## config.mk

```make
export PLATFORM = sky130hd
export DESIGN_NAME = dma_wait_timer
export DESIGN_NICKNAME = d
export VERILOG_FILES = /design/src/hw/sched_cfg_pkg.sv /design/src/hw/dma_wait_timer.sv
export SDC_FILE = /design/constraint.sdc
export NUM_CORES = 1
export LEC_CHECK = 0
export ABC_AREA = 1
export BUFFER_PORTS_ARGS = -buffer_cell sky130_fd_sc_hd__buf_2
export CAP_MARGIN = 20
export CORE_AREA = 2 2 39 41
export DETAILED_ROUTE_END_ITERATION = 10
export DIE_AREA = 0 0 41 43
export SLEW_MARGIN = 10
export SYNTH_ARGS = -nofsm -noshare
export SYNTH_HDL_FRONTEND = slang
export SYNTH_SLANG_ARGS = --single-unit
```

## constraint.sdc

```tcl
create_clock -name clk -period 1.9 [get_ports clk]
set_input_delay 0.19 -clock clk [delete_from_list [all_inputs] [get_ports clk]]
set_output_delay 0.19 -clock clk [all_outputs]
set_load 0.02 [all_outputs]
```

## src/hw/sched_cfg_pkg.sv

```systemverilog
package sched_cfg_pkg;

	//////////////////////////////////////////////////
	// Default bus widths
	//////////////////////////////////////////////////
	localparam int ADDR_W_DEF = 32;  // Memory address
	localparam int DATA_W_DEF = 512; // One memory word, both sides
	localparam int PID_W_DEF  = 7;   // Processor id
	localparam int SLOT_W_DEF = 7;   // Slot id

	// DMA ids are one-hot and never zero
	localparam int NUM_DMA_DEF = 4;

	//////////////////////////////////////////////////
	// Buffering and DMA wait limit
	//////////////////////////////////////////////////
	localparam int QUEUE_DEPTH_DEF = 16;

	// Cycles a DMA request may wait before it wins over the queue
	localparam int DMA_TIMEOUT_DEF = 1023;

endpackage

```

## src/hw/dma_wait_timer.sv

```systemverilog
`timescale 1ns/100ps

module dma_wait_timer import sched_cfg_pkg::*; #(
	parameter int DMA_TIMEOUT = DMA_TIMEOUT_DEF
) (
	input  logic clk,
	input  logic rst,
	input  logic i_dma_valid,
	output logic o_timed_out
);

	localparam int CNT_W = $clog2(DMA_TIMEOUT + 1);

	logic [CNT_W-1:0] wait_cnt; // Cycles the current DMA request has been pending

	//////////////////////////////////////////////////
	// Wait counter
	//////////////////////////////////////////////////
	always_ff @(posedge clk) begin
		if (!rst || !i_dma_valid) begin
			wait_cnt    <= '0;
			o_timed_out <= 1'b0;
		end else if (wait_cnt != CNT_W'(DMA_TIMEOUT)) begin
			wait_cnt <= wait_cnt + 1'b1;

			// Flag is seen after DMA_TIMEOUT pending cycles
			if (wait_cnt == CNT_W'(DMA_TIMEOUT - 1)) begin
				o_timed_out <= 1'b1;
			end
		end
		// Saturated count keeps the flag until the request drops
	end

endmodule

```

Word level (Yosys, flattened, before mapping)
Cells that the tools add are included.

$add $sub $neg: 1. Multipliers: 0. Divide/modulo/power cells: 0. $lt $le $gt $ge: 0. Eq/ne operators: 2. Shifts and indexed selects: 0. Mux-type cells: 0. Bitwise gates (word level): 0. Reductions and logical operators: 4.

Operators by type and width (number): 10-bit by 1-bit adder with 10-bit output, second input constant (1); 10-bit == test, second input constant (1); 10-bit != test, second input constant (1); 1-bit zero test (2); 2-bit AND reduction (1); 1-bit logical OR (1).

Register bits after elaboration: 11. Latch bits: 0. Memory bits (writable): 0. Memory bits (read-only): 0. Word-level logic and storage cells: 9. Memories: 0.

Logic depth before layout (Yosys ltp)
Gate-level depths: netlist of run 1.

Word-level depth: 2. Mapped depth: 7.

Worst setup path before layout of run 1
OpenSTA, ideal clock, no wires.

Path kind: register to register. Start point: reg wait_cnt[1]. End point: reg wait_cnt[1]. Arrival: 1.006 ns. Data required time: 1.787 ns. Path slack: 0.781 ns. Cell stages (with the launch flop): 7. Path buffers: 0. Path through: dfxtp_1 ha_1 nand3_2 inv_2 nand3_4 nor2_1 nor2_1.

Longest elaborated chain between the ends: 1. Elaborated cells on any way between the ends: 2. Classes of those cells: add/sub: 1; eq/ne: 1.

Ends and longest elaborated chain: from (decl) (line dma_wait_timer.sv:14) `logic [CNT_W-1:0] wait_cnt;`; from (signal assigned) (line dma_wait_timer.sv:24) `wait_cnt <= wait_cnt + 1'b1;`; 10-bit by 1-bit adder with 10-bit output / 10-bit != test (equally long branches) (line dma_wait_timer.sv:24, dma_wait_timer.sv:23).

Several ways; a longest one is shown, not always the timed one. A chain may end at the register's enable or synchronous reset.

Worst setup path after layout of run 1
Start point: reg wait_cnt[0]. End point: reg wait_cnt[0].

The elaborated chain is that of the path after synthesis.

==> impl_metrics.csv, run 1 <==
group,metric,value,unit
outcome,status,"completed",
clock_tree,clk_path_buf_depth,2,
die,start_util,42.6,%
placed_design,io_buffers,3,
worst_setup_path,start_kind,"flip-flop",
power_and_ir_drop,p_per_area,631,mW/mm2
sta,report.final.slew_viol_count,0,
sta,fin_tns_setup,0,ns
worst_setup_path,worstSetupPathType,"flip-flop to flip-flop",
global_routing,grt_overflow,0,
clock_tree,post_cts_buffers,0,
yosys,yosysMostFrequentCell,"nand2_1",
worst_setup_path,cp.required,2.11,ns
placed_design,place_hpwl,818,um
global_routing,grtUsageTotal,14.9,%
sta,slew_headroom,84.0,%
cells_and_area,drive_above_1_share,14.4,%
global_routing,antenna_found_initial,0,
power_and_ir_drop,peakVddDrop,265,uV
power_and_ir_drop,p_leak,0.290,nW
clock_tree,root_buffer,"clkbuf_4",
detailed_routing,vias,527,
clock_tree,ctsHoldBuffers,0,
yosys,yosys-top-cells-area,"dfxtp_1 37%, nand2_1 13%, inv_1 8.9%, nand3_1 6.8%, ha_1 4.2%",
yosys,syn_nets,88,
detailed_routing,drt_iter0_markers,13,
global_routing,met3_usage,4.71,%
die,die-width,41,um
detailed_routing,viasPerCell,4.97,
clock_tree,cts.sinks,11,
global_routing,grt_pass1_wl,1780,um
power_and_ir_drop,p_total,0.410,mW
hold_path,hold_path.class,"input pin to flip-flop",
clock_tree,cts-buffers-inserted,3,
detailed_routing,firstDrtPassIters,4,
yosys,ys_warn_count,0,
die,row_count,14,
clock_tree,cts_resized,0,
worst_setup_path,worstPathArrival,1.51,ns
global_routing,use_met2,20.9,%
global_routing,grt_util_met1,19.7,%
yosys,netlist.top_cell.by_area,"dfxtp_1",
clock_tree,insertion_delay,0.27,ns
sta,period_share,68.3,%
worst_setup_path,crit_fanout,7,
yosys,async_flop_share,0,%
cells_and_area,nNetsFinal,96,
sta,worst_pin_slew,0.238,ns
yosys,synth_seq_area_share,37.4,%
clock_tree,clk_pin_slew,0.07,ns
cells_and_area,area_growth,10.4,%
yosys,synth_ff_type,"dfxtp_1",
yosys,synth_common_cells,"21 x nand2_1, 14 x inv_1, 11 x dfxtp_1, 8 x nand3_1, 5 x nor2_1",
die,die_y,43,um
sta,rsz0062_at_grt,"false",
die,coreArea,0.00138,mm2
detailed_routing,wl_per_cell,10.6,um
run,max-cap-violations,0,
sta,skew,0.00379,ns
sta,layout_min_cycle_time,1.30,ns
yosys,syn_area,589,um2
detailed_routing,drcViolationCount,0,
die,dieArea,0.00176,mm2
sta,finalSetupViolCount,0,
worst_setup_path,end_kind,"flip-flop",
sta,fmax,771,MHz
yosys,synth_top_area_share,37.4,%
yosys,ys_ff_latch,11,
detailed_routing,drt-total-wl,1120,um
yosys,synth.distinct_cells,20,
global_routing,grt_max_degree,11,
detailed_routing,ant_nets,0,
global_routing,first_global_vias,429,
yosys,synth_edf_count,0,
yosys,syn_area_per_cell,7.10,um2
die,ios,4,
placed_design,gp_congestion,0.713,
sta,hold_viol,0,
clock_tree,cts_tree,"yes",
clock_tree,h-tree-depth,1,
global_routing,grt.busiest_layer,"met2",
cells_and_area,antenna_cells,0,
yosys,netlist_instances,83,
-- power breakdown --
part	total, mW	switching (mW)	leakage (nW)	internal [mW]
logic	0.0117	0.00732	0.186	0.00442
registers	0.235	0.00214	0.0889	0.232
clock network	0.164	0.0827	0.0150	0.0814
total	0.410	0.0922	0.290	0.318
-- layout by cell type (no fill, tap or decap) --
| cell | n |
|---|---|
| a21oi_1 | 3 |
| nand3_4 | 1 |
| nand2_1 | 21 |
| ha_1 | 2 |
| nor4_1 | 1 |
| dfxtp_1 | 11 |
| nor2_1 | 5 |
| inv_2 | 1 |
| or2_1 | 1 |
| o21ai_0 | 3 |
| or2_0 | 1 |
| nand4_1 | 2 |
| buf_2 | 3 |
| nand3_2 | 1 |
| nor3_1 | 1 |
| inv_1 | 14 |
| xnor2_1 | 1 |
| clkbuf_4 | 3 |
| nor2_4 | 2 |
| nand2_2 | 2 |
| clkbuf_1 | 1 |
| a31oi_1 | 2 |
| nand3_1 | 8 |
-- stage by stage --
| stage | hold WS (ns) | util, % | area (um2) | std cells | setup slack (ns) |
|---|---|---|---|---|---|
| final | 0.283 | 47.0 | 651 | 106 | 0.603 |
| after global routing | 0.314 | 47.0 | 651 | 106 | 0.413 |
| after CTS | 0.288 | 47.0 | 651 | 106 | 0.575 |
| after detailed placement | 0.436 | 45.1 | 624 | 102 | 0.581 |
| after global placement | 0.436 | 45.1 | 624 | 102 | 0.578 |
| after floorplan | 0.407 | - | 589 | 83 | 0.781 |
-- state kept, by name, indices dropped and copies added, names as in the netlist --
signal       cells
wait_cnt        10
o_timed_out      1
-- cell type report --
type	count	area, um2
clock buffer	4	26.3
fill	149	733
inverter	15	56.3
multi-input combinational	57	313
sequential	11	220
tap	16	20.0
timing repair buffer	3	15.0
-- logic make-up after synthesis --
group | Yosys count | share of synthesized area [%]
flops | 11 | 37.4
xor+xnor | 1 | 1.49
fa+ha+maj | 2 | 4.25
buf+inv | 15 | 9.55
simple gates | 46 | 40.1
compound gates | 8 | 7.22
-- critical path: stages, from the launching register on --
cell and delay [ns]:
dfxtp_1 0.38, ha_1 0.22, nand3_2 0.16, nor3_1 0.23, nand3_1 0.10, a21oi_1 0.13
-- worst paths after layout --
check	startpoint	to	slack (ns)	cells after the start
worst max-delay path	wait_cnt[0]$_SDFFE_PP0P_	wait_cnt[0]$_SDFFE_PP0P_	0.60	5
worst min-delay path	i_dma_valid	o_timed_out$_SDFFE_PP0P_	0.28	3
worst max register to register	wait_cnt[0]$_SDFFE_PP0P_	wait_cnt[0]$_SDFFE_PP0P_	0.60	5
worst min register to register	o_timed_out$_SDFFE_PP0P_	o_timed_out$_SDFFE_PP0P_	0.44	2
-- routing by layer --
metal	part of all wire (%)	routed length, um
met1	49	549
met2	44	488
met3	4.3	48
met4	2.9	33
met5	0	0
Note: power is estimated with default switching activity, not from simulation.
==> run 2: changes to the inputs <==
clock period = 1.32 ns   (was 1.9 ns; I/O delays follow)
==> impl_metrics.csv, run 2 (same netlist as run 1, synthesis figures left out) <==
group,metric,value,unit
global_routing,antenna_found_initial,0,
power_and_ir_drop,switchingPower,0.135,mW
die,die_y,43,um
power_and_ir_drop,p_per_area,874,mW/mm2
clock_tree,cts_tree,"yes",
cells_and_area,final_common_cell,"nand2_1",
global_routing,grt_pass1_wl,1750,um
cells_and_area,n_fill_cell,136,
die,dieArea,0.00176,mm2
clock_tree,clk_path_buf_depth,2,
sta,fmax,816,MHz
placed_design,postPlaceCellArea,632,um2
worst_setup_path,cp.required,1.53,ns
sta,hold_viol,0,
worst_setup_path,r2r_cells,5,
detailed_routing,viasPerCell,4.88,
die,die-width,41,um
power_and_ir_drop,p_sw_share,22.7,%
worst_setup_path,r2r-start,"wait_cnt[0]$_SDFFE_PP0P_",
run,max-cap-violations,0,
detailed_routing,wl_per_cell,10.5,um
cells_and_area,largestRegisters,"wait_cnt (10), o_timed_out (1)",
placed_design,place_inst,103,
clock_tree,cts.sinks,11,
power_and_ir_drop,p_total,0.594,mW
hold_path,hold_path.class,"input pin to flip-flop",
worst_setup_path,worstPathArrival,1.43,ns
placed_design,pre_cts_ws,0.0457,ns
die,coreArea,0.00138,mm2
clock_tree,root_buffer,"clkbuf_4",
die,start_util,42.6,%
worst_setup_path,rrSetupSlack,0.1,ns
sta,layout_min_cycle_time,1.22,ns
sta,report.final.slew_viol_count,0,
detailed_routing,firstDrtPassIters,4,
detailed_routing,drt-total-wl,1140,um
global_routing,grtUsageTotal,15.3,%
worst_setup_path,end_kind,"flip-flop",
die,row_count,14,
die,ios,4,
detailed_routing,vias,527,
hold_path,holdPathEnd,"wait_cnt[0]$_SDFFE_PP0P_",
clock_tree,cts-buffers-inserted,3,
sta,slew_headroom,82.4,%
cells_and_area,finalInstanceArea,679,um2
hold_path,min_from,"i_dma_valid",
cells_and_area,drive_above_1_share,20.7,%
clock_tree,ctsHoldBuffers,0,
cells_and_area,final_cell_mix,"21 x nand2_1, 14 x inv_1, 8 x nand3_1, 8 x dfxtp_1, 5 x nor2_1",
detailed_routing,drcViolationCount,0,
worst_setup_path,start_kind,"flip-flop",
cells_and_area,antenna_cells,0,
clock_tree,insertion_delay,0.27,ns
sta,fin_tns_setup,0,ns
power_and_ir_drop,p_leak,0.299,nW
sta,finalSetupViolCount,0,
power_and_ir_drop,clkPwrFrac,40.2,%
detailed_routing,drt_iter0_markers,8,
power_and_ir_drop,p_int,0.459,mW
placed_design,io_buffers,3,
cells_and_area,area_growth,15.3,%
sta,skew,0.000253,ns
worst_setup_path,crit_fanout,7,
global_routing,grt_overflow,0,
hold_path,hold_depth,3,
power_and_ir_drop,comb_power_share,2.9,%
power_and_ir_drop,pwr-share-seq,57.0,%
cells_and_area,largest_register_ff_count,10,
outcome,status,"completed",
worst_setup_path,reg2reg_to,"wait_cnt[0]$_SDFFE_PP0P_",
sta,setup_ws,0.0951,ns
cells_and_area,final_cells,108,
clock_tree,h-tree-depth,1,
placed_design,place_hpwl,786,um
placed_design,gp_congestion,0.707,
sta,worst_pin_slew,0.262,ns
worst_setup_path,worstSetupPathType,"flip-flop to flip-flop",
global_routing,first_global_vias,428,
sta,period_share,92.8,%
clock_tree,clk_pin_slew,0.07,ns
cells_and_area,nNetsFinal,98,
cells_and_area,regMostFlops,"wait_cnt",
power_and_ir_drop,peakVddDrop,405,uV
global_routing,grt_max_degree,11,
detailed_routing,ant_nets,0,
==> run 2: timing repair <==
action                                  in CTS  in global routing
gates resized for setup                      0                  5
setup buffers                                0                  1
endpoints found under the setup margin       0                  8
==> run 2: worst max path at each step <==
stage	to	cells past startpoint	slack, ns	from
6_report	wait_cnt[0]$_SDFFE_PP0P_	5	0.1	wait_cnt[0]$_SDFFE_PP0P_
5_1_grt	wait_cnt[1]$_SDFFE_PP0P_	7	-0.0004	wait_cnt[0]$_SDFFE_PP0P_
4_1_cts	wait_cnt[0]$_SDFFE_PP0P_	5	0.03	wait_cnt[1]$_SDFFE_PP0P_
3_5_place_dp	wait_cnt[0]$_SDFFE_PP0P_	5	0.05	wait_cnt[1]$_SDFFE_PP0P_
3_3_place_gp	wait_cnt[0]$_SDFFE_PP0P_	5	0.05	wait_cnt[0]$_SDFFE_PP0P_
2_1_floorplan	wait_cnt[1]$_SDFFE_PP0P_	6	0.20	wait_cnt[1]$_SDFFE_PP0P_
==> run 2: cell type report <==
cell class	count	area (um2)	area share (%)
inverters	15	56.3	8.29
well taps	16	20.0	2.95
multi-input cells	57	323	47.5
repair buffers	5	30.0	4.42
flip-flops and latches	11	224	33.0
clock buffers	4	26.3	3.87
==> run 2: routing by layer <==
metal | track usage, % | part of all wire, %
met4 | 14.0 | 3.5
met2 | 19.1 | 44
met5 | 0 | 0
met3 | 3.14 | 4.5
met1 | 20.8 | 47
==> run 2: power groups by stage <==
stage | clock, mW | combinational [mW] | sequential, mW
3_3_place_gp | 0 | 0.0166 | 0.345
5_1_grt | 0.263 | 0.0198 | 0.339
2_1_floorplan | 0 | 0.0111 | 0.345
4_1_cts | 0.246 | 0.0169 | 0.337
6_report | 0.239 | 0.0170 | 0.338
3_5_place_dp | 0 | 0.0166 | 0.345
==> run 2: critical path: stages, from the launching register on <==
cell and delay, ns:
dfxtp_2 0.36, ha_2 0.22, nand3_4 0.11, nor3_1 0.24
nand3_1 0.11, a21oi_1 0.12
==> run 2: stage by stage <==
step / hold WS [ns] / utilization (%)
2_1_floorplan: 0.349 / -
3_3_place_gp: 0.436 / 45.7
3_5_place_dp: 0.436 / 45.7
4_1_cts: 0.217 / 47.6
5_1_grt: 0.243 / 49.1
6_report: 0.212 / 49.1
