$ cat src/hw/sched_cfg_pkg.sv
package sched_cfg_pkg;

	//////////////////////////////////////////////////
	// Default bus widths
	//////////////////////////////////////////////////
	localparam int ADDR_W_DEF = 32;  // Memory address
	localparam int DATA_W_DEF = 512; // One memory word, both sides
	localparam int PID_W_DEF  = 7;   // Processor id
	localparam int SLOT_W_DEF = 7;   // Slot id

	// DMA ids are one-hot and never zero
	localparam int NUM_DMA_DEF = 4;

	//////////////////////////////////////////////////
	// Buffering and DMA wait limit
	//////////////////////////////////////////////////
	localparam int QUEUE_DEPTH_DEF = 16;

	// Cycles a DMA request may wait before it wins over the queue
	localparam int DMA_TIMEOUT_DEF = 1023;

endpackage

$ cat src/hw/sched_types_pkg.sv
package sched_types_pkg;

	// Source tag of a read sent to memory
	// Zero marks the command decoder, any other value is a DMA id
	localparam int SRC_LHS = 0;

	//////////////////////////////////////////////////
	// Occupancy statistic
	//////////////////////////////////////////////////
	typedef enum logic [1:0] {
		OCC_IDLE        = 2'd0, // Nothing blocked
		OCC_RETURN_FULL = 2'd1, // Forwarding-unit return queue full
		OCC_MEM_BUSY    = 2'd2, // Memory not ready
		OCC_INPUT_FULL  = 2'd3  // Command-decoder queue full
	} occ_code_t;

endpackage

$ cat src/hw/mem_request_arbiter.sv
`timescale 1ns/100ps

module mem_request_arbiter
	import sched_cfg_pkg::*;
	import sched_types_pkg::*;
#(
	parameter int ADDR_W  = ADDR_W_DEF,
	parameter int DATA_W  = DATA_W_DEF,
	parameter int NUM_DMA = NUM_DMA_DEF
) (
	// Queue head
	input  logic               i_q_valid,
	input  logic               i_q_wr,
	input  logic [ADDR_W-1:0]  i_q_addr,
	input  logic [DATA_W-1:0]  i_q_data,
	input  logic               i_q_data_valid,
	// DMA request and wait flag
	input  logic               i_dma_valid,
	input  logic               i_dma_wr,
	input  logic [ADDR_W-1:0]  i_dma_addr,
	input  logic [DATA_W-1:0]  i_dma_data,
	input  logic [NUM_DMA-1:0] i_dma_id,
	input  logic               i_dma_timed_out,
	// Back-pressure
	input  logic               i_mem_ready,
	input  logic               i_ret_full,
	// Decisions
	output logic               o_q_pop,
	output logic               o_dma_req_accept,
	output logic               o_mem_valid,
	output logic               o_mem_wr,
	output logic [ADDR_W-1:0]  o_mem_addr,
	output logic [DATA_W-1:0]  o_mem_data,
	output logic               o_tag_push,
	output logic [NUM_DMA-1:0] o_tag,
	output logic               o_hdr_push
);

	logic dma_urgent; // Timed-out DMA beats everything
	logic q_sel;      // Queue owns the port this cycle
	logic q_go;
	logic dma_go;

	//////////////////////////////////////////////////
	// Priority
	//////////////////////////////////////////////////
	assign dma_urgent = i_dma_valid & i_dma_timed_out;
	assign q_sel      = ~dma_urgent & i_q_valid & ~i_ret_full;

	// Queue write waits for its data and holds the port meanwhile
	assign q_go   = i_mem_ready & q_sel & (~i_q_wr | i_q_data_valid);
	assign dma_go = i_mem_ready & i_dma_valid & ~q_sel;

	assign o_q_pop          = q_go;
	assign o_dma_req_accept = dma_go;

	//////////////////////////////////////////////////
	// Memory request
	//////////////////////////////////////////////////
	assign o_mem_valid = q_go | dma_go;
	assign o_mem_wr    = dma_go ? i_dma_wr : (q_go & i_q_wr);
	assign o_mem_addr  = dma_go ? i_dma_addr : i_q_addr;
	assign o_mem_data  = dma_go ? i_dma_data : i_q_data;

	// Every read leaves a tag for its response
	assign o_tag_push = o_mem_valid & ~o_mem_wr;
	assign o_tag      = dma_go ? i_dma_id : NUM_DMA'(SRC_LHS);
	assign o_hdr_push = q_go & ~i_q_wr; // Header for the forwarding unit

endmodule

$ cat config.mk
export PLATFORM = sky130hd
export DESIGN_NAME = mem_request_arbiter
export DESIGN_NICKNAME = d
export VERILOG_FILES = /design/src/hw/sched_cfg_pkg.sv /design/src/hw/sched_types_pkg.sv /design/src/hw/mem_request_arbiter.sv
export SDC_FILE = /design/constraint.sdc
export NUM_CORES = 1
export LEC_CHECK = 0
export ABC_AREA = 0
export BUFFER_PORTS_ARGS = -buffer_cell sky130_fd_sc_hd__clkbuf_2
export CAP_MARGIN = 10
export CORE_AREA = 2 2 638 640
export DETAILED_ROUTE_END_ITERATION = 16
export DIE_AREA = 0 0 640 642
export PLACE_DENSITY = 0.3
export RECOVER_POWER = 25
export SYNTH_ARGS = -nofsm -noshare
export SYNTH_HDL_FRONTEND = slang
export SYNTH_SLANG_ARGS = --single-unit
$ cat constraint.sdc
create_clock -name vclk -period 1.5
set_input_delay 0 -clock vclk [all_inputs]
set_output_delay 0 -clock vclk [all_outputs]
set_load 0.03 [all_outputs]
Word-level counts from Yosys, hierarchy flattened
Cells that the tools add are included.
W data, S select, Z words.
{ "word_totals": {"reg_bits": 0, "inputBits": 1100, "output_inout_bits": 554, "word_cells": 21} }
{ "op_classes": {"mux": 4, "n_bitwise": 17} }
{ "ops": {"columns": ["cell", "n"], "rows": [
  ["$mux W512", 1],
  ["$mux W32", 1],
  ["$and A1 B1 Y1", 10],
  ["$not A1 Y1", 5],
  ["$mux W4", 1],
  ["$or A1 B1 Y1", 2],
  ["$mux W1", 1]
]} }

Depth between registers and ports, before layout
Gate-level depths: netlist of the first run.
{ "depth": {"depth_word": 10, "ltp_mapped": 6} }

Worst setup path after synthesis of the first run
No wires, ideal clock.
{ "synth_path": {"path_kind": "input -> output", "start": "input port i_ret_full", "end": "output port o_mem_data[503]", "t_arrival_ps": 1238, "required_time_ps": 1500, "setup_slack_ps": 262, "path_stages": 6, "path_cell_list": "or3b_4 -> nand2_4 -> inv_6 -> buf_12 -> buf_12 -> mux2_4"} }
{ "synth_between": {"elab_chain_cells": 5} }
{ "synth_rtl": {"columns": ["element", "line_no", "rtl"], "rows": [
  ["from (decl)", "mem_request_arbiter.sv:26", "input logic i_ret_full,"],
  ["$not A1 Y1", "mem_request_arbiter.sv:48", "assign q_sel = ~dma_urgent & i_q_valid & ~i_ret_full;"],
  ["$and A1 B1 Y1", "mem_request_arbiter.sv:48", null],
  ["$not A1 Y1", "mem_request_arbiter.sv:52", "assign dma_go = i_mem_ready & i_dma_valid & ~q_sel;"],
  ["$and A1 B1 Y1", "mem_request_arbiter.sv:52", null],
  ["named net o_dma_req_accept", "mem_request_arbiter.sv:29", "output logic o_dma_req_accept,"],
  ["$mux W512", "mem_request_arbiter.sv:63", "assign o_mem_data = dma_go ? i_dma_data : i_q_data;"],
  ["to (decl)", "mem_request_arbiter.sv:33", "output logic [DATA_W-1:0] o_mem_data,"]
]} }
The timed path passes the listed nets, and every way through them passes these cells.

Worst setup path after layout of the first run
{ "layout_path": {"start": "input port i_dma_timed_out", "end": "output port o_mem_data[503]"} }
{ "layout_between": {"elab_chain_cells": 7} }
{ "layout_rtl": {"columns": ["element", "line_no", "rtl"], "rows": [
  ["from (decl)", "mem_request_arbiter.sv:23", "input logic i_dma_timed_out,"],
  ["$and A1 B1 Y1", "mem_request_arbiter.sv:47", "assign dma_urgent = i_dma_valid & i_dma_timed_out;"],
  ["$not A1 Y1", "mem_request_arbiter.sv:48", null],
  ["$and A1 B1 Y1 (2 in a row)", "mem_request_arbiter.sv:48", null],
  ["$not A1 Y1", "mem_request_arbiter.sv:52", null],
  ["$and A1 B1 Y1", "mem_request_arbiter.sv:52", null],
  ["$mux W512", "mem_request_arbiter.sv:63", null]
]} }
Every way passes these cells.

==> summary.txt, run 1 <==
Outcome
  • Run status: finished with violations
  • Failing checks: antenna rules, setup timing

STA
  • Rel. slew slack: approximately 50%
  • Finish-stage setup viols: between 500 and 600
  • Final period util: 128%
  • PnR worst setup slack: -0.413 ns
  • Worst-Margin Slew: around 0.76 ns
  • Fin Hold WS: roughly 0.35 ns
  • Max Clk Rate: 0.523 GHz
  • Final worst path period need: 1.91 ns
  • Max-slew violation count: 0
  • RSZ-0062 raised after global routing: yes
  • TNS Setup: -172.58 ns
  • Final count of hold timing violations: 0

GRT
  • Initial antenna violation count: about 510
  • Largest net degree at the start of global routing: 36
  • All-layer global routing usage: 16.9%
  • First-pass GRT wire length: slightly below 400 mm
  • GRT Residual Overflow: 0
  • Vias in the first global route: 15100

Worst setup path
  • Critical Path AT: 1.91 ns
  • Nature of the critical path startpoint: primary input
  • CP top delay family: buffers and inverters
  • WP data required: about 1.5 ns
  • CP peak stage delay: 0.43 ns
  • Worst path bufs/invs: 6
  • Crit end category: output pin
  • Crit path max-delay cell type: or3b_4
  • Critical path type: in2out
  • Critical path's most frequent cell: buf_16
  • CP Max Fanout: 7
  • CP cell instances: clkbuf_16 > or3b_4 > nand2_8 > clkinv_16 > buf_16 > buf_16 > buf_16 > mux2_4 > buf_12

Drt
  • Final wirelength: between 300 and 400 mm
  • Detail Route Antenna Nets: 3
  • Initial DRC Count: 636
  • DRC viols: 0
  • Post-DR wirelength/cell: 46.6 µm
  • Drt pass-1 iters: 4
  • Vias per std cell: around 2.0
  • Vias: 15400

Logic synthesis
  • Synth area leader: mux2_4
  • Cell count after synthesis: ~620
  • Synth area leaders: mux2_4, buf_12, mux2_2
  • Post-Syn Area: 0.00942 mm²
  • Avg Inst Size Synth: 15.2 µm²
  • Synth warn: 0
  • Syn nets: 1721
  • Share of the synthesized area in the top cell type: 85.8%
  • Seq/Total Area, Yosys: 0%
  • Synth unique cells: 16

Flow run
  • Max-cap viol count: 0

Final layout
  • Fillers: between 40000 and 50000
  • CLK BUF: 0
  • Core Util, Final: under 10%
  • Sequential cells: 0
  • Share of cells above drive strength 1: 99.3%
  • Layout net count: 3412
  • P&R area growth vs syn: 225%
  • FF+latch area: 0 µm²

Power
  • Max VDD drop: 124 µV
  • Power Density: 473 mW/mm²
  • Lkg Pwr: 13.6 nW

Die
  • Initial core utilization: between 2 and 2.5%
  • Row count: 234
  • Die X: 640 µm
  • Die height: roughly 640 µm
  • Core area: 0.404 mm²
  • Die Area: 0.411 mm²
  • IO Count: roughly 1700

Placed design
  • Gpl congestion: 1.06
  • IO buf count: 1654
  • Final HPWL DP: around 350 mm

Clock tree
  • Hold Buf Count CTS: 0

Min path
  • Min-Delay Path Class: in2out
## cell usage after synthesis
library cell / instances
nand2_4: 1
buf_12: 55
mux2_2: 6
and2_1: 1
mux2_4: 538
nor2b_1: 1
nor2_1: 2
inv_6: 1
nand2_1: 2
or3b_4: 1
buf_6: 5
nand4b_1: 1
o21ai_0: 1
and3_1: 4
o22ai_1: 1
o2bb2ai_1: 1
## cell families after synthesis
group	synth area share [%]
muxes	86.5
AOI/OAI and AO/OA	0.213
buffers and inverters	12.4
and+or+nand+nor	0.890
## final timing paths
path	start	to	slack [ns]	cells past startpoint
worst min-delay path	i_q_data[346]	o_mem_data[346]	0.35	3
worst max-delay path	i_dma_timed_out	o_mem_data[503]	-0.41	9
## per-layer routing
layer	global-route usage, %	part of all wire [%]	vias up	wire [µm]
li1	-	-	5821	-
met1	16.4	33	6895	118000
met2	32.0	52	1704	187000
met3	9.92	14	824	49400
met4	0.808	1.7	188	6270
met5	0	0.37	-	1350
## cells in the final DEF (no fill, tap or decap), drive strengths merged, types with 2 or more instances in the layout
| cell | count |
|---|---|
| nand2 | 3 |
| nor2 | 2 |
| bufbuf | 2 |
| diode | 44 |
| buf | 471 |
| and3 | 4 |
| mux2 | 544 |
| clkbuf | 1276 |
## per-stage QoR
stage | setup WS [ns] | cells | area [µm²] | total power, mW
floorplan | 0.262 | 621 | 9420 | 5.35
global placement | -0.740 | 7695 | 27700 | 13.8
detailed placement | -0.724 | 7695 | 27700 | 13.7
CTS | -0.480 | 7727 | 29900 | 14.7
global route | -0.432 | 7751 | 30500 | 15.1
finish | -0.413 | 7782 | 30600 | 14.5
## power breakdown
group	leakage [nW]	total [mW]	internal (mW)	switching (mW)
sequential	0	0	0	0
combinational	13.6	14.5	6.36	8.13
clock	0.000279	0.00000401	0.00000401	0
## area by class of cell
class / instances / area (µm²) / area share [%]
inverters: 1 / 30.0 / 0.0981
repair buffers: 1749 / 15400 / 50.4
well taps: 5428 / 6790 / 22.2
multi-input cells: 560 / 8260 / 27.0
diodes: 44 / 110 / 0.360
## timing repair
action	4_1_cts	5_1_grt
buffers inserted	14	1
setup endpoints to repair	548	546
gates cloned	19	10
gates resized for setup	354	329
pin swaps	2	1
No activity file was read; power rests on OpenSTA's default activity.
==> run 2, diff against run 1 <==
Settings changed: PLACE_DENSITY 0.3 to default, PLACE_DENSITY_LB_ADDON from default to 0.15.
==> run 2 against run 1 <==
Net effect: largest cell class unchanged; cell area is 3.1% lower; sequential cell count stayed put; non-clock buffer count is 15 lower; the run ends with setup timing left.
==> summary.txt, run 2 (synthesis gave the netlist of run 1 again) <==
Outcome
  • Run status: finished with violations
  • Failing checks: setup timing

Die
  • Die height: 642 µm (unchanged)
  • Row count: 234 (unchanged)
  • IO Count: 1654 (unchanged)
  • Initial core utilization: 2.33% (unchanged)
  • Die Area: 0.411 mm² (unchanged)
  • Die X: 640 µm (unchanged)
  • Core area: 0.404 mm² (unchanged)

GRT
  • Largest net degree at the start of global routing: 38 (+5.6%)
  • Vias in the first global route: 15300 (+0.81%)
  • All-layer global routing usage: 14.8% (-2.1 points)
  • Initial antenna violation count: 274 (-46%)
  • First-pass GRT wire length: 354 mm (-11%)
  • GRT Residual Overflow: 0 (unchanged)

STA
  • Final worst path period need: 2.02 ns (+0.109 ns)
  • Fin Hold WS: 0.368 ns (+0.0161 ns)
  • Finish-stage setup viols: 550 (+0.92%)
  • RSZ-0062 raised after global routing: yes
  • TNS Setup: -210.87 ns (-38.29 ns)
  • Max-slew violation count: 0 (unchanged)
  • Max Clk Rate: 0.494 GHz (-5.4%)
  • Final period util: 135% (+7.3 points)
  • PnR worst setup slack: -0.523 ns (-0.109 ns)
  • Rel. slew slack: 66.8% (+17 points)
  • Worst-Margin Slew: 0.497 ns (-0.260 ns)
  • Final count of hold timing violations: 0 (unchanged)

Power
  • Sequential share of power: 0% (unchanged)
  • Lkg Pwr: 13.3 nW (-2.5%)
  • Cell internal pwr: 6.09 mW (-4.1%)
  • Max VDD drop: 138 µV (+11%)
  • Switching Power: 8.74 mW (+7.5%)
  • Share of total power in combinational logic: 100.0% (about the same)
  • Sw Ratio: 58.9% (+2.8 points)
  • Power Density: 500 mW/mm² (+5.6%)
  • Clock power share: 0% (unchanged)

Worst setup path
  • CP peak stage delay: 0.46 ns (+0.03 ns)
  • CP Max Fanout: 26 (+19)
  • Worst path bufs/invs: 5 (-1)
  • Critical path's most frequent cell: buf_12
  • Nature of the critical path startpoint: primary input
  • Crit path max-delay cell type: or3b_4
  • Critical path type: in2out
  • WP data required: 1.50 ns (about the same)
  • CP cell instances: clkbuf_16 > or3b_4 > nand2_8 > clkinv_16 > buf_16 > buf_12 > mux2_4 > buf_12
  • CP top delay family: buffers and inverters
  • Critical Path AT: 2.02 ns (+0.11 ns)
  • Crit end category: output pin

Placed design
  • Final HPWL DP: 307 mm (-12%)
  • Gpl congestion: 1.02 (-4.0%)
  • IO buf count: 1654 (unchanged)

Final layout
  • Sequential cells: 0 (unchanged)
  • Share of cells above drive strength 1: 99.4% (about the same)
  • Most frequent cells in the layout: clkbuf_2, mux2_4, buf_12, buf_4, buf_2
  • FF+latch area: 0 µm² (unchanged)
  • CLK BUF: 0 (unchanged)
  • P&R area growth vs syn: 215%
  • Most common cell after layout, fill and taps aside: clkbuf_2
  • Layout net count: 3397 (-0.44%)

Drt
  • DRC viols: 0 (unchanged)
  • Post-DR wirelength/cell: 41.0 µm (-12%)
  • Detail Route Antenna Nets: 0 (-3)
  • Final wirelength: 319 mm (-12%)
  • Initial DRC Count: 803 (+26%)
  • Vias: 14600 (-5.3%)
  • Drt pass-1 iters: 4 (unchanged)
  • Vias per std cell: 1.88 (-5.2%)

Min path
  • Min-Delay Path Class: in2out

Clock tree
  • Hold Buf Count CTS: 0 (unchanged)

Flow run
  • Max-cap viol count: 0 (unchanged)
-- run 2: per-layer routing --
metal / up-vias / share of wire, % / GRT usage [%]
li1: 5767 / - / -
met1: 7002 / 33 / 14.7
met2: 1293 / 51 / 27.3
met3: 448 / 14 / 8.53
met4: 100 / 2.2 / 1.82
met5: - / 0.21 / 0
-- run 2: per-stage QoR --
| step | area, µm² | std cells | power [mW] | setup WS (ns) | utilization (%) |
|---|---|---|---|---|---|
| 2_1_floorplan | 9420 | 621 | 5.35 | 0.262 | - |
| 3_3_place_gp | 28800 | 7702 | 15.2 | -0.928 | 7.12 |
| 3_5_place_dp | 28800 | 7702 | 15.0 | -0.919 | 7.12 |
| 4_1_cts | 29300 | 7715 | 15.3 | -0.564 | 7.26 |
| 5_1_grt | 29600 | 7747 | 15.5 | -0.572 | 7.32 |
| 6_report | 29700 | 7769 | 14.8 | -0.523 | 7.34 |
-- run 2: repair_timing --
| action | 4_1_cts | 5_1_grt |
|---|---|---|
| buffers inserted | 6 | 3 |
| pin swaps | 0 | 0 |
| hold endpoints to repair | 0 | 0 |
| cloned | 8 | 5 |
| endpoints found under the setup margin | 554 | 550 |
| resized for setup | 75 | 72 |
-- run 2: layout make-up --
cell class         count  area [µm²]
diodes                46         115
multi-input cells    560        8260
inverters              1        30.0
well taps           5428        6790
fillers            47400      375000
repair buffers      1734       14500
-- run 2: power groups by stage --
stage | clock (mW) | combinational (mW) | sequential [mW]
after CTS | 0 | 15.3 | 0
after global placement | 0 | 15.2 | 0
final | 0.00000419 | 14.8 | 0
after floorplan | 0 | 5.35 | 0
after global routing | 0.00000217 | 15.5 | 0
after detailed placement | 0 | 15.0 | 0
-- run 2: final timing paths --
kind  cells past startpoint            start              end
max                       8       i_ret_full  o_mem_data[174]
min                       3  i_dma_data[332]  o_mem_data[332]
