===== src/hw/sched_cfg_pkg.sv =====
package sched_cfg_pkg;

	//////////////////////////////////////////////////
	// Default bus widths
	//////////////////////////////////////////////////
	localparam int ADDR_W_DEF = 32;  // Memory address
	localparam int DATA_W_DEF = 512; // One memory word, both sides
	localparam int PID_W_DEF  = 7;   // Processor id
	localparam int SLOT_W_DEF = 7;   // Slot id

	// DMA ids are one-hot and never zero
	localparam int NUM_DMA_DEF = 4;

	//////////////////////////////////////////////////
	// Buffering and DMA wait limit
	//////////////////////////////////////////////////
	localparam int QUEUE_DEPTH_DEF = 16;

	// Cycles a DMA request may wait before it wins over the queue
	localparam int DMA_TIMEOUT_DEF = 1023;

endpackage


===== src/hw/sched_types_pkg.sv =====
package sched_types_pkg;

	// Source tag of a read sent to memory
	// Zero marks the command decoder, any other value is a DMA id
	localparam int SRC_LHS = 0;

	//////////////////////////////////////////////////
	// Occupancy statistic
	//////////////////////////////////////////////////
	typedef enum logic [1:0] {
		OCC_IDLE        = 2'd0, // Nothing blocked
		OCC_RETURN_FULL = 2'd1, // Forwarding-unit return queue full
		OCC_MEM_BUSY    = 2'd2, // Memory not ready
		OCC_INPUT_FULL  = 2'd3  // Command-decoder queue full
	} occ_code_t;

endpackage


===== src/hw/sync_fifo.sv =====
`timescale 1ns/100ps

module sync_fifo import sched_cfg_pkg::*; #(
	parameter type payload_t = logic [DATA_W_DEF-1:0],
	parameter int  DEPTH     = QUEUE_DEPTH_DEF
) (
	input  logic     clk,
	input  logic     rst,
	input  logic     i_push,
	input  payload_t i_din,
	input  logic     i_pop,
	output payload_t o_dout,
	output logic     o_empty,
	output logic     o_full
);

	localparam int PTR_W = (DEPTH > 1) ? $clog2(DEPTH) : 1;
	localparam int CNT_W = $clog2(DEPTH + 1);

	payload_t         mem [DEPTH];
	logic [PTR_W-1:0] rd_ptr;
	logic [PTR_W-1:0] wr_ptr;
	logic [CNT_W-1:0] count;
	logic [CNT_W-1:0] count_nxt;
	logic             do_push;
	logic             do_pop;

	function automatic logic [PTR_W-1:0] ptr_inc(input logic [PTR_W-1:0] ptr);
		return (ptr == PTR_W'(DEPTH - 1)) ? '0 : ptr + 1'b1;
	endfunction

	assign do_pop  = i_pop & ~o_empty;
	assign do_push = i_push & (~o_full | do_pop); // A full FIFO still takes a push with a pop
	assign o_dout  = mem[rd_ptr];                 // First word falls through

	always_comb begin
		count_nxt = count;
		if (do_push && !do_pop) begin
			count_nxt = count + 1'b1;
		end else if (do_pop && !do_push) begin
			count_nxt = count - 1'b1;
		end
	end

	always_ff @(posedge clk) begin
		if (!rst) begin
			rd_ptr  <= '0;
			wr_ptr  <= '0;
			count   <= '0;
			o_empty <= 1'b1;
			o_full  <= 1'b0;
		end else begin
			if (do_pop) rd_ptr <= ptr_inc(rd_ptr);
			if (do_push) wr_ptr <= ptr_inc(wr_ptr);
			count   <= count_nxt;
			o_empty <= (count_nxt == '0);
			o_full  <= (count_nxt == CNT_W'(DEPTH));
		end
	end

	always_ff @(posedge clk) begin
		if (do_push) mem[wr_ptr] <= i_din;
	end

endmodule


===== src/hw/mem_response_router.sv =====
`timescale 1ns/100ps

module mem_response_router
	import sched_cfg_pkg::*;
	import sched_types_pkg::*;
#(
	parameter int DATA_W  = DATA_W_DEF,
	parameter int NUM_DMA = NUM_DMA_DEF,
	parameter int DEPTH   = QUEUE_DEPTH_DEF
) (
	input  logic               clk,
	input  logic               rst,
	input  logic               i_tag_push,
	input  logic [NUM_DMA-1:0] i_tag,
	input  logic               i_mem_rsp_valid,
	input  logic [DATA_W-1:0]  i_mem_rsp_data,
	input  logic               i_dma_rsp_ready,
	input  logic               i_ret_data_full,
	output logic               o_mem_rsp_accept,
	output logic               o_dma_rsp_valid,
	output logic [NUM_DMA-1:0] o_dma_rsp_id,
	output logic [DATA_W-1:0]  o_dma_rsp_data,
	output logic               o_ret_data_push
);

	logic [NUM_DMA-1:0] tag_head;
	logic               tag_empty;
	logic               rsp_live; // Response with a known owner
	logic               to_dma;

	// Tags in request order, responses come back the same way
	sync_fifo #(.payload_t(logic [NUM_DMA-1:0]), .DEPTH(DEPTH)) u_tag_fifo (
		.clk(clk), .rst(rst),
		.i_push(i_tag_push), .i_din(i_tag),
		.i_pop(o_mem_rsp_accept),
		.o_dout(tag_head), .o_empty(tag_empty), .o_full()
	);

	assign rsp_live = i_mem_rsp_valid & ~tag_empty;
	assign to_dma   = (tag_head != NUM_DMA'(SRC_LHS));

	assign o_dma_rsp_valid  = rsp_live & to_dma & i_dma_rsp_ready;
	assign o_ret_data_push  = rsp_live & ~to_dma & ~i_ret_data_full;
	assign o_mem_rsp_accept = o_dma_rsp_valid | o_ret_data_push;

	assign o_dma_rsp_id   = tag_head;
	assign o_dma_rsp_data = i_mem_rsp_data;

endmodule


===== config.mk =====
export PLATFORM = sky130hd
export DESIGN_NAME = mem_response_router
export DESIGN_NICKNAME = d
export VERILOG_FILES = /design/src/hw/sched_cfg_pkg.sv /design/src/hw/sched_types_pkg.sv /design/src/hw/sync_fifo.sv /design/src/hw/mem_response_router.sv
export SDC_FILE = /design/constraint.sdc
export NUM_CORES = 1
export LEC_CHECK = 0
export ABC_AREA = 1
export BUFFER_PORTS_ARGS = -buffer_cell sky130_fd_sc_hd__buf_4
export CAP_MARGIN = 20
export CELL_PAD_IN_SITES_DETAIL_PLACEMENT = 1
export CELL_PAD_IN_SITES_GLOBAL_PLACEMENT = 1
export CORE_AREA = 10 10 395 397
export DETAILED_ROUTE_END_ITERATION = 7
export DIE_AREA = 0 0 405 407
export GPL_ROUTABILITY_DRIVEN = 0
export PLACE_DENSITY_LB_ADDON = 0.1
export SETUP_SLACK_MARGIN = 0.05
export SYNTH_ARGS = -nofsm -noshare
export SYNTH_HDL_FRONTEND = slang
export SYNTH_HIERARCHICAL = 1
export SYNTH_SLANG_ARGS = --single-unit

===== constraint.sdc =====
create_clock -name clk -period 4.37 [get_ports clk]
set_clock_uncertainty 0.1 [all_clocks]
set_input_delay 0.874 -clock clk [delete_from_list [all_inputs] [get_ports clk]]
set_output_delay 0.874 -clock clk [all_outputs]
set_load 0.005 [all_outputs]

==> Word-level counts from Yosys, hierarchy flattened <==
Memories as Yosys holds them, arrays and structs flattened. A register that Yosys moved wholly into a read port is not among the register bits.
Index checks and enable logic that the tools add are counted.
Widths: inputs -> output; s select.
{ "word_totals": {"reg_bits": 15, "ramBits": 64, "output_inout_bits": 519, "wordCells": 40, "mem_count": 1} }
{ "op_classes": {"n_addsub": 4, "n_eq_ne": 3, "muxes": 8, "bitwise_logic": 13, "reduce_logical": 6} }
{ "memory_table": {"columns": ["name", "words", "word_bits", "read_ports", "rd_ports_with_merged_regs", "wr", "line_no", "rtl"], "rows": [
  ["u_tag_fifo.mem", 16, 4, 1, 1, 1, "sync_fifo.sv:20", "payload_t mem [DEPTH];"]
]} }
{ "ops": {"columns": ["cell", "count"], "rows": [
  ["$mux 4", 4],
  ["$mux 5", 2],
  ["$add 4x1->4 const B", 2],
  ["$eq 4x4->1 const B", 2],
  ["$and 1x1->1", 7],
  ["$add 5x1->5 const B", 1],
  ["$eq 5x5->1 const B", 1],
  ["$logic_not 5->1", 1],
  ["$sub 5x1->5 const B", 1],
  ["$not 1->1", 4],
  ["$reduce_bool 4->1", 1],
  ["$logic_and 1x1->1", 2],
  ["$logic_not 1->1", 2],
  ["$mux 1", 2],
  ["$or 1x1->1", 2]
]} }

==> Logic depth before layout (Yosys ltp) <==
Gate-level depths: netlist of run 1.
{ "depth": {"depth_word": 13, "depth_mapped": 22} }

==> Hierarchy <==
Netlist of run 1, hierarchy kept.
{ "modules_own_cells": {"columns": ["mod", "instances", "cells_each", "area_per_inst_um2", "seq_area_each_um2"], "rows": [
  ["mem_response_router", 1, 532, 3918.8, 0.0],
  ["sync_fifo", 1, 329, 3539.6, 2302.2]
]} }

==> Worst setup path before layout of run 1 <==
Ideal clock, no wire load.
{ "synth_path": {"path_kind": "register to register", "from": "register with a tool-made name", "to": "memory u_tag_fifo/mem[7][0] in the netlist's numbering (enable)", "arrival_time_ps": 2263, "required_time_ps": 3909, "path_slack_ps": 1646, "stages_incl_launch_ff": 16, "n_path_buf": 1, "cell_sequence": "dfxtp_1 > inv_2 > clkbuf_1 > o21ai_0 > o22ai_1 > o211ai_1 > nand2_1 > inv_1 > nand2_1 > nor2_1 > nand2_1 > nand2_1 > nand2_4 > a21oi_4 > nand2_1 > nor3_1"} }
{ "synth_lines": {"columns": ["item", "line_no"], "rows": [
  ["to (decl)", "sync_fifo.sv:20"]
]} }

==> results of run 1 <==
[kinds of logic (layout without fill, tap and decap cells)]
kind of cell	after synthesis	after routing
xor gates and xnor gates	3	3
and+or+nand+nor	147	147
buffers and inverters	557	72
DFF	83	83
AOI/OAI and AO/OA	64	64
adders and majority gates	7	7
[registers in the layout (all words and copies together), names as in the netlist, named ones only]
signal and flops:
u_tag_fifo/mem 64, u_tag_fifo/o_empty 1, u_tag_fifo/o_full 1, u_tag_fifo/rd_ptr 4
u_tag_fifo/count 5, u_tag_fifo/wr_ptr 4
[report_power, final]
group,internal [mW],switching [mW]
logic,0.0445,0.109
clock network,0.388,0.376
registers,0.862,0.0119
[critical path: cells and delay by family (launching register included)]
family / cells / cell delay (ns)
AO/OA/AOI/OAI: 2 / 0.55
buffers and inverters: 2 / 0.60
flip-flops: 1 / 0.32
AND/OR/NAND/NOR: 10 / 1.70
[cell usage in the layout (no fill, tap or decap), drive strengths merged]
cell type  synthesis  final
nor3               2      2
clkbuf            10     10
o21bai             1      1
edfxtp            64     64
o21ai             39     39
o22ai              1      1
o221ai            14     14
ha                 7      7
a21oi              7      7
o211ai             2      2
dfxtp             19     19
inv               34     37
clkinv             1      4
nand4              6      6
nor2              68     68
nand3             22     22
xor2               3      3
or2                1      1
buf              512     21
nand2             48     48
[path summary, 6_finish.rpt]
kind / depth (start not counted) / endpoint / start / slack, ns
max: 14 / u_tag_fifo/mem[7][3] / flip-flop / 0.72
min: 2 / flip-flop / u_tag_fifo/rd_ptr[2] / 0.42
max reg2reg: 14 / u_tag_fifo/mem[7][3] / flip-flop / 0.72
min reg2reg: 2 / flip-flop / u_tag_fifo/rd_ptr[2] / 0.42
[stage by stage]
step                      power (mW)  utilization (%)  std cells
after floorplan                 1.34                -        861
after global placement          1.06             4.17       2290
after detailed placement        1.06             4.17       2290
after CTS                       1.85             4.35       2306
after global routing            1.89             4.35       2306
final                           1.79             4.35       2306
[final cells by class]
class | instances | area (um^2) | area share [%]
clock buffers | 10 | 229 | 3.57
clock inverters | 6 | 38.8 | 0.604
inverters | 35 | 131 | 2.05
multi-input cells | 221 | 1140 | 17.8
flip-flops and latches | 83 | 2300 | 35.9
well taps | 1930 | 2410 | 37.6
repair buffers | 21 | 158 | 2.46
[metal layers]
layer | vias to the layer above | share of wire (%) | track usage [%]
met5 | - | 0.69 | 2.69
met1 | 1506 | 15 | 4.79
li1 | 1260 | - | -
met4 | 12 | 4.3 | 4.46
met2 | 748 | 35 | 13.0
met3 | 175 | 45 | 23.2
==> results by group, run 1 <==
Placed design
  – Dpl hpwl: 86900 um
  – Pre-CTS WS: 0.564 ns
  – Post-DP Area: 6150 um^2
  – Port buffer count: 16

Finish
  – Total inserted antenna cells: 0
  – Layout cells sized above 1: 12.2%
  – Synth-to-Final Area Change: -14.0%
  – Filler cells: 17577
  – Layout net count: 900
  – Design area: 6420 um^2

STA
  – RSZ-0062 raised after global routing: false
  – Worst-Margin Slew: 0.647 ns
  – Tmin final: 3.65 ns
  – Max Slew Vio Count: 0
  – Final Hold Vio Count: 0
  – Setup TNS Final: 0 ns
  – Final setup vio count: 0
  – Fin crit share: 83.6%
  – Minimum hold slack: 0.424 ns
  – Worst setup margin: 0.719 ns
  – Relative slew slack: 56.6%
  – F_max: 0.274 GHz

Yosys
  – Post-Syn Nets: 1390
  – Warnings from Yosys: 6
  – Synth Area in Adders: 1.17%
  – Synth Area in Simple Gates: 8.54%
  – Post-synthesis compound-gate area fraction: 5.27%
  – Most frequent cell after synthesis: buf_4
  – Post-Syn Area per Cell: 8.66 um^2
  – Synth area leader: buf_4
  – Post-synth ARST share: 0%
  – Distinct cells, synth: 27
  – Most frequent cells after synthesis: buf_4 (512), nor2_1 (65), edfxtp_1 (64)
  – Top cell type's share of synthesized area: 51.5%
  – Cells after Synth: 861
  – Synth Area in XOR/XNOR: 0.352%
  – Sequential share of the synthesized area: 30.9%
  – Top post-synthesis cells by area: buf_4 (52%), edfxtp_1 (26%), dfxtp_1 (5.1%), nor2_1 (3.3%), o21ai_0 (2.6%)
  – Post-Synthesis Cell Area: 7460 um^2
  – Mux share of post-synthesis cell area: 0%
  – Flops & latches, synth: 83
  – Main synth FF type: edfxtp_1
  – Post-synth EDFFs: 64
  – Largest family of logic cells by synthesized area: buffers and inverters

CTS
  – Cts repair resizes: 0
  – CTS H-tree depth: 3
  – CTS Buf Count: 9
  – Worst-skew pair later-pin latency: 0.36 ns
  – Number of buffers added for setup after CTS: 0
  – Clock sink count: 83
  – Clock tree buffer depth: 2
  – Clock slew at reported path FFs: 0.07 ns
  – Root Driver: clkbuf_16
  – TritonCTS clock tree: yes
  – Hold Buf Count CTS: 0

Pwr
  – Leakage Power: 1.54 nW
  – Pwr Density: 279 nW/um^2
  – Peak supply drop: 0.164 mV

Floorplanning
  – Die H: 407 um
  – Die width: 405 um
  – Die Footprint: 165000 um^2
  – # IOs: 1041
  – Num rows: 141
  – Initial Util: 5.06%
  – Core area: 147000 um^2

Worst setup path
  – Worst Path Arrival: 3.54 ns
  – Worst-path cell chain: inv_2, buf_4, nor2_1, o221ai_1, nand3_1, nand2_1, nor2_1, nand2_1, nand2_1, nand2_1, nand2_4, a21oi_4, nand2_1, nor3_1
  – CP max stage cell: nor3_1
  – Worst-path fanout max: 29
  – Crit end category: flip-flop
  – Critical path class: flip-flop to flip-flop
  – Most used cell along the critical path: nand2_1
  – Setup crit start kind: flip-flop
  – Crit path required time: 4.26 ns
  – CP peak stage delay: 0.55 ns

Route
  – DR WL/cell: 40.9 um
  – DR vias/cell: 1.60
  – Initial DRC count: 169
  – Via count: 3701
  – DR pass1 iterations: 4
  – Total Wirelength: 94300 um
  – DRT antenna net count: 0
  – Residual DRC: 0

Flow run
  – Maxcap violations: 0

Global route
  – Largest net degree at the start of global routing: 33
  – Vias in the first global route: 4088
  – First-pass GRT wire length: 103000 um
  – Remaining Overflow, GRT: 0
  – GRT Total Usage: 10.8%
  – Initial antenna violation count: 1

Outcome
  – Outcome: finished clean

Worst hold path
  – Hold Path Class: flip-flop to flip-flop
Power figures use the tool's default switching activity.
==> run 2: changes to the inputs <==
CORE_AREA = 10 10 401 403   (was 10 10 395 397)
DIE_AREA = 0 0 411 413   (was 0 0 405 407)
clock period = 3.25 ns   (was 4.37 ns; I/O delays follow)
==> run 2 against run 1 <==
Critical path depth is 2 lower. Sequential power is 35% higher. Non-clock buffer count increased by 48. Highest routed layer unchanged. Flip-flop and latch count did not move. Power up 38%. Hold slack worse by 0.029 ns.
==> results by group, run 2 (same netlist as run 1, synthesis figures left out) <==
Finish
  – Synth-to-Final Area Change: -4.33%
  – Design area: 7140 um^2
  – Final Util: 4.66%
  – Most common cell after layout, fill and taps aside: edfxtp_1
  – Layout cells sized above 1: 30.2%
  – Filler cells: 18188
  – Largest regs: u_tag_fifo/mem (64), u_tag_fifo/count (5)
  – Total inserted antenna cells: 0
  – Area of the multi-input gates: 1260 um^2
  – Max FFs per register: 64
  – Layout net count: 948
  – Most frequent cells in the layout: edfxtp_1 (64), buf_4 (62), nor2_1 (61), nand2_1 (39), inv_1 (30)
  – Register area: 2310 um^2
  – Register with the most flip-flops: u_tag_fifo/mem

Worst setup path
  – Critical path class: flip-flop to output port
  – R2r endpoint: u_tag_fifo/mem[2][1]
  – Reg2reg path depth: 17
  – Worst-path fanout max: 16
  – Crit. path cell count: 12
  – CP peak stage delay: 0.41 ns
  – Setup crit start kind: flip-flop
  – Crit path required time: 2.50 ns
  – Crit end category: output port
  – Delay-heaviest family, CP: simple AND/OR/NAND/NOR gates
  – Worst-path cell chain: buf_6, o21ai_0, o221ai_2, nand3_1, nand2_2, inv_1, nand2_1, nor2_1, nand2_1, nand2_2, buf_6, buf_4
  – Worst Path Arrival: 2.29 ns
  – CP max stage cell: dfxtp_4
  – Reg2reg setup slack: 0.30 ns
  – Crit path capture: o_mem_rsp_accept
  – Sum of buffers and inverters on the critical path: 4

STA
  – Setup TNS Final: 0 ns
  – Tmin final: 3.04 ns
  – Max Slew Vio Count: 0
  – Worst setup margin: 0.214 ns
  – RSZ-0062 raised after global routing: true
  – Fin crit share: 93.4%
  – F_max: 0.329 GHz
  – Final Hold Vio Count: 0
  – Relative slew slack: 76.6%
  – Worst-Margin Slew: 0.351 ns
  – Final setup vio count: 0

CTS
  – CTS H-tree depth: 3
  – TritonCTS clock tree: yes
  – Clock slew at reported path FFs: 0.07 ns
  – Hold Buf Count CTS: 0
  – CTS Buf Count: 9
  – Worst-skew pair later-pin latency: 0.38 ns
  – Clock tree buffer depth: 2
  – Root Driver: clkbuf_16
  – Clock sink count: 83

Pwr
  – Leakage Power: 1.82 nW
  – Pwr Density: 347 nW/um^2
  – Peak supply drop: 0.256 mV
  – Pwr Total: 2.48 mW

Route
  – DR vias/cell: 1.59
  – Initial DRC count: 186
  – Residual DRC: 0
  – DR WL/cell: 37.3 um
  – DR pass1 iterations: 4
  – Total Wirelength: 92100 um
  – Via count: 3914
  – DRT antenna net count: 0

Worst hold path
  – Hold Path Class: flip-flop to flip-flop

Floorplanning
  – Core area: 153000 um^2
  – Die width: 411 um
  – Die Footprint: 170000 um^2
  – # IOs: 1041
  – Initial Util: 4.88%
  – Die H: 413 um
  – Num rows: 144

Global route
  – Remaining Overflow, GRT: 0
  – Vias in the first global route: 4309
  – First-pass GRT wire length: 102000 um
  – GRT Total Usage: 10.4%
  – Largest net degree at the start of global routing: 17
  – Initial antenna violation count: 0

Placed design
  – Port buffer count: 16
  – Post-DP Area: 6630 um^2
  – Dpl hpwl: 84700 um
  – Pre-CTS WS: -0.108 ns

Flow run
  – Maxcap violations: 0

Outcome
  – Outcome: finished clean
run 2: cell count changes in the layout (fill, tap and decap cells not counted), moves of 3 or more:
cell      delta
buf_12       +3
buf_4       +41
dfxtp_1      -3
nand2_1      -5
nand2_2      +5
nor2_1       -4
nor2_2       +4
o21ai_0     -10
o21ai_1      +6
o21ai_2      +4
o221ai_1    -11
o221ai_2    +11
run 2: report_power, final:
part | total, mW | switching, mW | internal (mW)
registers | 1.18 | 0.0186 | 1.16
logic | 0.253 | 0.152 | 0.101
clock network | 1.05 | 0.518 | 0.529
total | 2.48 | 0.689 | 1.79
run 2: final cells by class:
cell class | instances | area share (%)
Tap cell | 2044 | 35.8
Clock inverter | 7 | 0.789
Multi-Input combinational cell | 221 | 17.7
Clock buffer | 9 | 3.16
Sequential cell | 83 | 32.4
Timing Repair Buffer | 69 | 8.24
Inverter | 35 | 1.96
run 2: per-stage QoR:
step,hold slack [ns],std cells
after floorplan,0.347,861
after global placement,0.412,2446
after detailed placement,0.400,2446
after CTS,0.405,2465
after global routing,0.437,2468
final,0.395,2468
run 2: what timing repair did:
| action | in CTS | in global routing |
|---|---|---|
| setup buffers | 3 | 2 |
| pin swaps | 3 | 10 |
| resized for setup | 30 | 21 |
| cloned | 0 | 1 |
| endpoints found under the setup margin | 67 | 43 |
run 2: worst min path at each step:
| stage | from | to | slack, ns | depth (start not counted) |
|---|---|---|---|---|
| global placement | u_tag_fifo/rd_ptr[2] | u_tag_fifo/rd_ptr[2] | 0.41 | 2 |
| floorplan | u_tag_fifo/rd_ptr[2] | flip-flop | 0.35 | 2 |
| global route | rst | u_tag_fifo/o_empty | 0.44 | 2 |
| detailed placement | u_tag_fifo/rd_ptr[2] | flip-flop | 0.40 | 2 |
| finish | u_tag_fifo/rd_ptr[2] | flip-flop | 0.40 | 2 |
| CTS | u_tag_fifo/rd_ptr[2] | flip-flop | 0.40 | 2 |
run 2: layer usage:
| metal | routed length [um] | up-vias | global-route usage, % |
|---|---|---|---|
| li1 | - | 1358 | - |
| met3 | 42000 | 179 | 22.7 |
| met4 | 2860 | 14 | 3.02 |
| met2 | 30900 | 743 | 11.9 |
| met5 | 530 | - | 2.12 |
| met1 | 15800 | 1620 | 5.06 |
run 2: worst reg2reg max path, cell delays in order (launching register included):
cell	delay [ns]
dfxtp_4	0.41
inv_6	0.06
clkbuf_16	0.16
o21ai_0	0.25
o221ai_2	0.18
nand3_1	0.14
nand2_2	0.09
inv_1	0.06
nand2_1	0.05
nor2_1	0.09
nand2_1	0.09
nand2_2	0.12
nand2_4	0.08
a21oi_4	0.19
nand2_1	0.07
buf_4	0.17
nor2_1	0.20
buf_4	0.18
